===== src/logic/hub_consts.svh =====
`ifndef HUB_CONSTS_SVH
`define HUB_CONSTS_SVH

// Number of physical buses on the hub.
`define HUB_NUM_CHANNELS 32

// Recessive level of a CAN line.
`define HUB_IDLE_LEVEL 1'b1

// Register map.
`define HUB_ADDR_CTRL     8'h00
`define HUB_ADDR_ACTIVITY 8'h04
`define HUB_ADDR_LEVEL    8'h08

// Field positions in the control word.
`define HUB_CTRL_CHAN_MSB 4
`define HUB_CTRL_EN_BIT   8

`endif


===== src/logic/apb_pkg.sv =====
package apb_pkg;

  // Byte address of the register block.
  typedef logic [7:0] apb_addr_t;

  // Read and write data word.
  typedef logic [31:0] apb_data_t;

endpackage


===== src/logic/hub_pkg.sv =====
`include "hub_consts.svh"

package hub_pkg;

  // Index of one physical bus.
  typedef logic [$clog2(`HUB_NUM_CHANNELS)-1:0] channel_t;

  // One bit per bus, for line values, levels and activity flags.
  typedef logic [`HUB_NUM_CHANNELS-1:0] chan_vec_t;

  // Routing control as held in the register block.
  typedef struct packed {
    logic     enable;
    channel_t channel;
  } ctrl_reg_t;

endpackage


===== src/logic/route_if.sv =====
`timescale 1ns/1ps

interface route_if;

  hub_pkg::ctrl_reg_t ctrl;           // Selected bus and global enable.
  hub_pkg::chan_vec_t activity_clear; // Write-one-to-clear pulse, one cycle wide.
  hub_pkg::chan_vec_t activity;       // Sticky dominant-bit flags.
  hub_pkg::chan_vec_t level;          // Synchronized bus levels.

  modport regs (
    output ctrl,
    output activity_clear,
    input  activity,
    input  level
  );

  modport tx (
    input ctrl
  );

  modport rx (
    input  ctrl,
    output level
  );

  modport mon (
    input  level,
    input  activity_clear,
    output activity
  );

endinterface


===== src/logic/switch_regs.sv =====
`timescale 1ns/1ps
`include "hub_consts.svh"

module switch_regs (
  input  logic               clk,
  input  logic               rst_n,
  input  logic               psel,
  input  logic               penable,
  input  logic               pwrite,
  input  apb_pkg::apb_addr_t paddr,
  input  apb_pkg::apb_data_t pwdata,
  output apb_pkg::apb_data_t prdata,
  route_if.regs              route
);

  logic               access;
  logic               wr_en;
  logic               rd_en;
  hub_pkg::ctrl_reg_t ctrl_q;
  apb_pkg::apb_data_t ctrl_word;
  apb_pkg::apb_data_t rd_word;

  assign access = psel && penable; // Every access completes in its access phase.
  assign wr_en  = access && pwrite;
  assign rd_en  = access && !pwrite;

  always_ff @(posedge clk or negedge rst_n) begin
    if (!rst_n) begin
      ctrl_q <= '0;
    end else if (wr_en && (paddr == `HUB_ADDR_CTRL)) begin
      ctrl_q.channel <= pwdata[`HUB_CTRL_CHAN_MSB:0];
      ctrl_q.enable  <= pwdata[`HUB_CTRL_EN_BIT];
    end
  end

  assign route.ctrl = ctrl_q;

  // Control word as software sees it.
  always_comb begin
    ctrl_word                       = '0;
    ctrl_word[`HUB_CTRL_CHAN_MSB:0] = ctrl_q.channel;
    ctrl_word[`HUB_CTRL_EN_BIT]     = ctrl_q.enable;
  end

  // The clear pulse lasts only for the access phase, so the monitor acts on
  // the same edge that ends the write.
  always_comb begin
    route.activity_clear = '0;
    if (wr_en && (paddr == `HUB_ADDR_ACTIVITY)) begin
      route.activity_clear = pwdata[`HUB_NUM_CHANNELS-1:0];
    end
  end

  always_comb begin
    case (paddr)
      `HUB_ADDR_CTRL: begin
        rd_word = ctrl_word;
      end
      `HUB_ADDR_ACTIVITY: begin
        rd_word = route.activity;
      end
      `HUB_ADDR_LEVEL: begin
        rd_word = route.level;
      end
      default: begin
        rd_word = '0; // Unmapped addresses read as zero.
      end
    endcase
  end

  assign prdata = rd_en ? rd_word : '0;

  ctrl_known: assert property (
    @(posedge clk) disable iff (!rst_n)
    !$isunknown(route.ctrl)
  ) else $error("switch_regs: control register is unknown");

endmodule


===== src/logic/tx_demux.sv =====
`timescale 1ns/1ps
`include "hub_consts.svh"

module tx_demux #(
  parameter logic idle_value = `HUB_IDLE_LEVEL
) (
  input  logic               tx,
  output hub_pkg::chan_vec_t bus_tx,
  route_if.tx                route
);

  // Only the selected bus carries the controller's bit; all others stay recessive.
  always_comb begin
    bus_tx = {`HUB_NUM_CHANNELS{idle_value}};
    if (route.ctrl.enable) begin
      bus_tx[route.ctrl.channel] = tx;
    end
  end

endmodule


===== src/logic/rx_select.sv =====
`timescale 1ns/1ps
`include "hub_consts.svh"

module rx_select (
  input  logic               clk,
  input  logic               rst_n,
  input  hub_pkg::chan_vec_t bus_rx,
  output logic               rx,
  route_if.rx                route
);

  hub_pkg::chan_vec_t meta_q;
  hub_pkg::chan_vec_t sync_q;

  // Two-stage synchronizer on every receive line.
  always_ff @(posedge clk or negedge rst_n) begin
    if (!rst_n) begin
      meta_q <= {`HUB_NUM_CHANNELS{`HUB_IDLE_LEVEL}};
      sync_q <= {`HUB_NUM_CHANNELS{`HUB_IDLE_LEVEL}};
    end else begin
      meta_q <= bus_rx;
      sync_q <= meta_q;
    end
  end

  assign route.level = sync_q;

  // A disabled switch shows the controller an idle bus.
  always_comb begin
    if (route.ctrl.enable) begin
      rx = sync_q[route.ctrl.channel];
    end else begin
      rx = `HUB_IDLE_LEVEL;
    end
  end

endmodule


===== src/logic/activity_monitor.sv =====
`timescale 1ns/1ps
`include "hub_consts.svh"

module activity_monitor (
  input logic  clk,
  input logic  rst_n,
  route_if.mon route
);

  hub_pkg::chan_vec_t dominant;
  hub_pkg::chan_vec_t flags_q;

  assign dominant = route.level ^ {`HUB_NUM_CHANNELS{`HUB_IDLE_LEVEL}}; // Off idle.

  always_ff @(posedge clk or negedge rst_n) begin
    if (!rst_n) begin
      flags_q <= '0;
    end else begin
      flags_q <= (flags_q & ~route.activity_clear) | dominant; // Set wins.
    end
  end

  assign route.activity = flags_q;

  // A flag may only drop in the cycle after software wrote a one to it.
  flag_sticky: assert property (
    @(posedge clk) disable iff (!rst_n)
    ($past(flags_q) & ~flags_q & ~$past(route.activity_clear)) == '0
  ) else $error("activity_monitor: flag fell without a clear");

endmodule


===== src/logic/can_bus_switch.sv =====
`timescale 1ns/1ps
`include "hub_consts.svh"

module can_bus_switch (
  input  logic               clk,
  input  logic               rst_n,
  input  logic               psel,
  input  logic               penable,
  input  logic               pwrite,
  input  apb_pkg::apb_addr_t paddr,
  input  apb_pkg::apb_data_t pwdata,
  output apb_pkg::apb_data_t prdata,
  input  logic               tx,
  output logic               rx,
  output hub_pkg::chan_vec_t bus_tx,
  input  hub_pkg::chan_vec_t bus_rx
);

  route_if route ();

  switch_regs u_regs (
    .clk     (clk),
    .rst_n   (rst_n),
    .psel    (psel),
    .penable (penable),
    .pwrite  (pwrite),
    .paddr   (paddr),
    .pwdata  (pwdata),
    .prdata  (prdata),
    .route   (route.regs)
  );

  tx_demux #(
    .idle_value (`HUB_IDLE_LEVEL)
  ) u_tx_demux (
    .tx     (tx),
    .bus_tx (bus_tx),
    .route  (route.tx)
  );

  rx_select u_rx_select (
    .clk    (clk),
    .rst_n  (rst_n),
    .bus_rx (bus_rx),
    .rx     (rx),
    .route  (route.rx)
  );

  activity_monitor u_activity (
    .clk   (clk),
    .rst_n (rst_n),
    .route (route.mon)
  );

endmodule


===== config.mk =====
export PLATFORM = sky130hd
export DESIGN_NAME = can_bus_switch
export DESIGN_NICKNAME = d
export VERILOG_FILES = /design/src/logic/apb_pkg.sv /design/src/logic/hub_pkg.sv /design/src/logic/route_if.sv /design/src/logic/switch_regs.sv /design/src/logic/tx_demux.sv /design/src/logic/rx_select.sv /design/src/logic/activity_monitor.sv /design/src/logic/can_bus_switch.sv
export VERILOG_INCLUDE_DIRS = /design/src /design/src/logic
export SDC_FILE = /design/constraint.sdc
export NUM_CORES = 1
export LEC_CHECK = 0
export BUFFER_PORTS_ARGS = -buffer_cell sky130_fd_sc_hd__buf_2
export CELL_PAD_IN_SITES_DETAIL_PLACEMENT = 0
export CELL_PAD_IN_SITES_GLOBAL_PLACEMENT = 1
export CORE_UTILIZATION = 42
export DETAILED_ROUTE_END_ITERATION = 8
export PLACE_DENSITY_LB_ADDON = 0.1
export SLEW_MARGIN = 10
export SYNTH_ARGS = -nofsm -noshare
export SYNTH_HDL_FRONTEND = slang
export SYNTH_HIERARCHICAL = 1
export SYNTH_SLANG_ARGS = --single-unit

===== constraint.sdc =====
create_clock -name clk -period 2.6 [get_ports clk]
set_clock_uncertainty 0.05 [all_clocks]
set_input_delay 0.26 -clock clk [delete_from_list [all_inputs] [get_ports clk]]
set_output_delay 0.26 -clock clk [all_outputs]
set_load 0.005 [all_outputs]

==> tab_implementation.tex <==
\begin{tabular}{lr}
\hline
Metric & Value \\
\hline
\multicolumn{2}{l}{\textbf{Clock tree}} \\
Maximum count of clock buffers along a single path & 2 \\
Clk pin slew, worst setup/hold paths & about 0.090 ns \\
Worst-skew pair later-pin latency & 0.36 ns \\
H-tree levels & 3 \\
Setup Fix Bufs, Post-CTS & 0 \\
Clock tree from TritonCTS & yes \\
Clock buffers created by TritonCTS & 9 \\
Cell chosen for the clock root & clkbuf\_8 \\
Number of clock sinks seen by CTS & 102 \\
\multicolumn{2}{l}{\textbf{STA}} \\
RSZ-0062 raised after global routing & no \\
Number of slew-limit violations in the final report & 0 \\
Final worst-path cycle share & 82.3\% \\
Max\_slew headroom & approximately three fifths \\
Final Worst Setup Slack & around 0.46 ns \\
Total negative slack for setup checks & 0 ns \\
Time the worst path needs with I/O delays and setup & approximately 2.1 ns \\
Highest attainable clock frequency & 468 MHz \\
Total count of hold-check failures in the final report & 0 \\
Setup-violating endpoint count in the final report & 0 \\
Actual transition at the worst max-transition pin & between 0.6 and 0.7 ns \\
Hold Slack & 0.0916 ns \\
\multicolumn{2}{l}{\textbf{Route}} \\
DRC viols & 0 \\
Total wirelength of the detailed-routed design & 10.5 mm \\
Number of vias per cell & between 4 and 5 \\
Via count & 3,384 \\
Number of nets with antenna violations after routing & 0 \\
DRC marker count from the first detailed-route iteration & 134 \\
Number of detailed-route iterations in the first pass & 4 \\
Average routed wire per standard cell & 14.8 um \\
\multicolumn{2}{l}{\textbf{Pwr}} \\
Net switching power figure & 671 uW \\
Final Power & 2910 uW \\
Internal power & roughly 2200 uW \\
Flop pwr share & 59.0\% \\
Combinational Power Share & roughly 8.0\% \\
Switching Fraction & 23.1\% \\
Leakage component of the power & 0.00269 uW \\
Part of the power in the clock network & 33.0\% \\
Max IR drop VDD & 0.321 mV \\
Pwr dens & just under 500 nW/um\^{}2 \\
\multicolumn{2}{l}{\textbf{Worst setup path}} \\
Required time worst endpoint & $\sim$2.3 ns \\
Start point of the critical path & paddr[1] \\
CP Capture Type & output pin \\
Startpoint types & input pin \\
Worst setup path class & input pin to output pin \\
Crit-path max FO & 14 \\
Startpoint of the worst-slack reg-to-reg timing path & u\_regs/route.ctrl[4] \\
Critical path arrival & 1.83 ns \\
\multicolumn{2}{l}{\textbf{Placed design}} \\
Number of cells in the design after placement & roughly 660 \\
Final GP Congestion & 0.764 \\
Placement Setup Slack & 0.465 ns \\
DP Wirelength & 7.28 mm \\
Buffers on Ports & 142 \\
\multicolumn{2}{l}{\textbf{Global route}} \\
First-pass GRT wire length & 17.1 mm \\
Met2 track demand over resource in global routing & approximately 33\% \\
Met3 routing resource usage after global routing & 4.89\% \\
Busiest layer in global routing & met2 \\
Overflow left after global routing & 0 \\
Largest net degree at the start of global routing & 57 \\
GRT Resource Usage Total & 20.0\% \\
Initial antenna violation count & 0 \\
GR Util met1 & 25.6\% \\
Via count of the first global-routing pass & 3,473 \\
\multicolumn{2}{l}{\textbf{Yosys}} \\
Sequential element share of the synthesized area & 58.3\% \\
Proportion of netlist area held by the largest area contributor & between 30 and 40\% \\
Primary flip-flop cell chosen by synthesis mapping & dfstp\_2 \\
Synthesis-stage register bit count & 102 \\
Total nets after synthesis & 471 \\
Post-synthesis cell count & 393 \\
Cell type with the largest total area after synthesis & dfstp\_2 \\
Number of flops mapped to enable cells by yosys & 0 \\
Total standard cell area after synthesis & 4510 um\^{}2 \\
Share of synthesized registers carrying an async set or reset & 100\% \\
Post-synthesis average cell area & 11.5 um\^{}2 \\
Synth unique cells & 34 \\
Number of synthesis warnings & 6 \\
Top area cells in the synthesized netlist & dfstp\_2 37\%, dfrtp\_1 21\%, o21ai\_2 6.2\% \\
\multicolumn{2}{l}{\textbf{Floorplan}} \\
Total number of placement rows & 37 \\
Number of I/O pins & between 100 and 150 \\
Die W & 106 um \\
Area of the die & between 10,000 and 15,000 um\^{}2 \\
Chip Height & 106 um \\
Floorplan Core Area & slightly above 10,000 um\^{}2 \\
Initial core utilization & 43.5\% \\
\multicolumn{2}{l}{\textbf{Worst hold path}} \\
Worst min-delay path category & input pin to register \\
HP Start & pwdata[0] \\
\multicolumn{2}{l}{\textbf{Layout}} \\
Post-layout net count & 647 \\
Most frequent cells in the layout & 141 x buf\_2, 64 x dfstp\_2, 43 x nand2\_1, 38 x dfrtp\_1, 34 x inv\_1 \\
Fraction of final layout cells with drive strength greater than 1 & 49.8\% \\
Signed area change from the synthesized netlist to the final layout & 30.7\% \\
Diode count & 0 \\
Non-Filler Instances & 710 \\
Most frequent standard cell in the layout excluding fill and tap cells & buf\_2 \\
\multicolumn{2}{l}{\textbf{Outcome}} \\
Status & completed \\
\multicolumn{2}{l}{\textbf{Flow run}} \\
Max cap viols & 0 \\
\hline
\end{tabular}
-- registers in the layout (all words and copies together) (netlist names) --
register / count
u_activity/route.activity: 32
u_regs/route.ctrl: 6
u_rx_select/meta_q: 32
u_rx_select/route.level: 32
-- per-layer routing --
| layer | share of wire [%] | wire length [um] |
|---|---|---|
| met1 | 46 | 4820 |
| met2 | 48 | 5030 |
| met3 | 5.4 | 565 |
| met4 | 1.1 | 118 |
| met5 | 0 | 0 |
-- what timing repair did --
item	4_1_cts	5_1_grt
gates resized for setup	0	0
hold buffers	33	0
hold endpoints to repair	50	0
-- power by group through the flow --
stage	sequential (uW)	combinational, uW	clock (uW)
floorplan	1730	76.6	0
global placement	1740	198	0
detailed placement	1740	199	0
CTS	1720	238	1000
global route	1720	260	1060
finish	1720	233	960
-- stage by stage --
stage / util [%] / area (um^2)
after CTS: 56.9 / 5900
after detailed placement: 51.8 / 5380
final: 56.9 / 5900
after global placement: 51.8 / 5380
after global routing: 56.9 / 5900
after floorplan: - / 4510
-- worst max-delay path, cell delays in order --
cell and delay (ns):
buf_2 0.09, or4_4 0.57, a2111o_1 0.40, buf_4 0.22, nor2_1 0.15, buf_2 0.13
-- synthesized netlist by cell type (9+ instances only) --
cell type	number
inv_1	34
dfrtp_1	38
clkbuf_1	10
dfstp_2	64
and2_1	33
a21oi_1	9
o21ai_2	32
a22oi_1	30
nor2_1	27
nand2_1	43
mux2i_1	22
-- layout make-up --
cell class	instances	area [um^2]
fillers	971	4470
repair buffers	184	1140
multi-input cells	238	1640
clock buffers	13	169
well taps	136	170
inverters	34	128
clock inverters	3	25.0
flip-flops and latches	102	2630
-- logic make-up after synthesis --
kind of cell,count (synthesis),synth area share [%]
AOI/OAI and AO/OA,74,12.7
muxes,28,6.37
DFF,102,58.3
buffers and inverters,53,5.46
and+or+nand+nor,136,17.1
-- path summary, 6_finish.rpt --
check                                               end  slack [ns]  depth (start not counted)
max                                           prdata[5]        0.46                          6
min                                u_regs/route.ctrl[0]        0.09                          2
max reg2reg                        u_regs/route.ctrl[4]        1.54                          1
min reg2reg                  u_rx_select/route.level[3]        0.31                          0
max in group asynchronous        u_rx_select/meta_q[13]        1.34                          3
min in group asynchronous  u_activity/route.activity[3]        0.40                          2
Power figures use the tool's default switching activity.
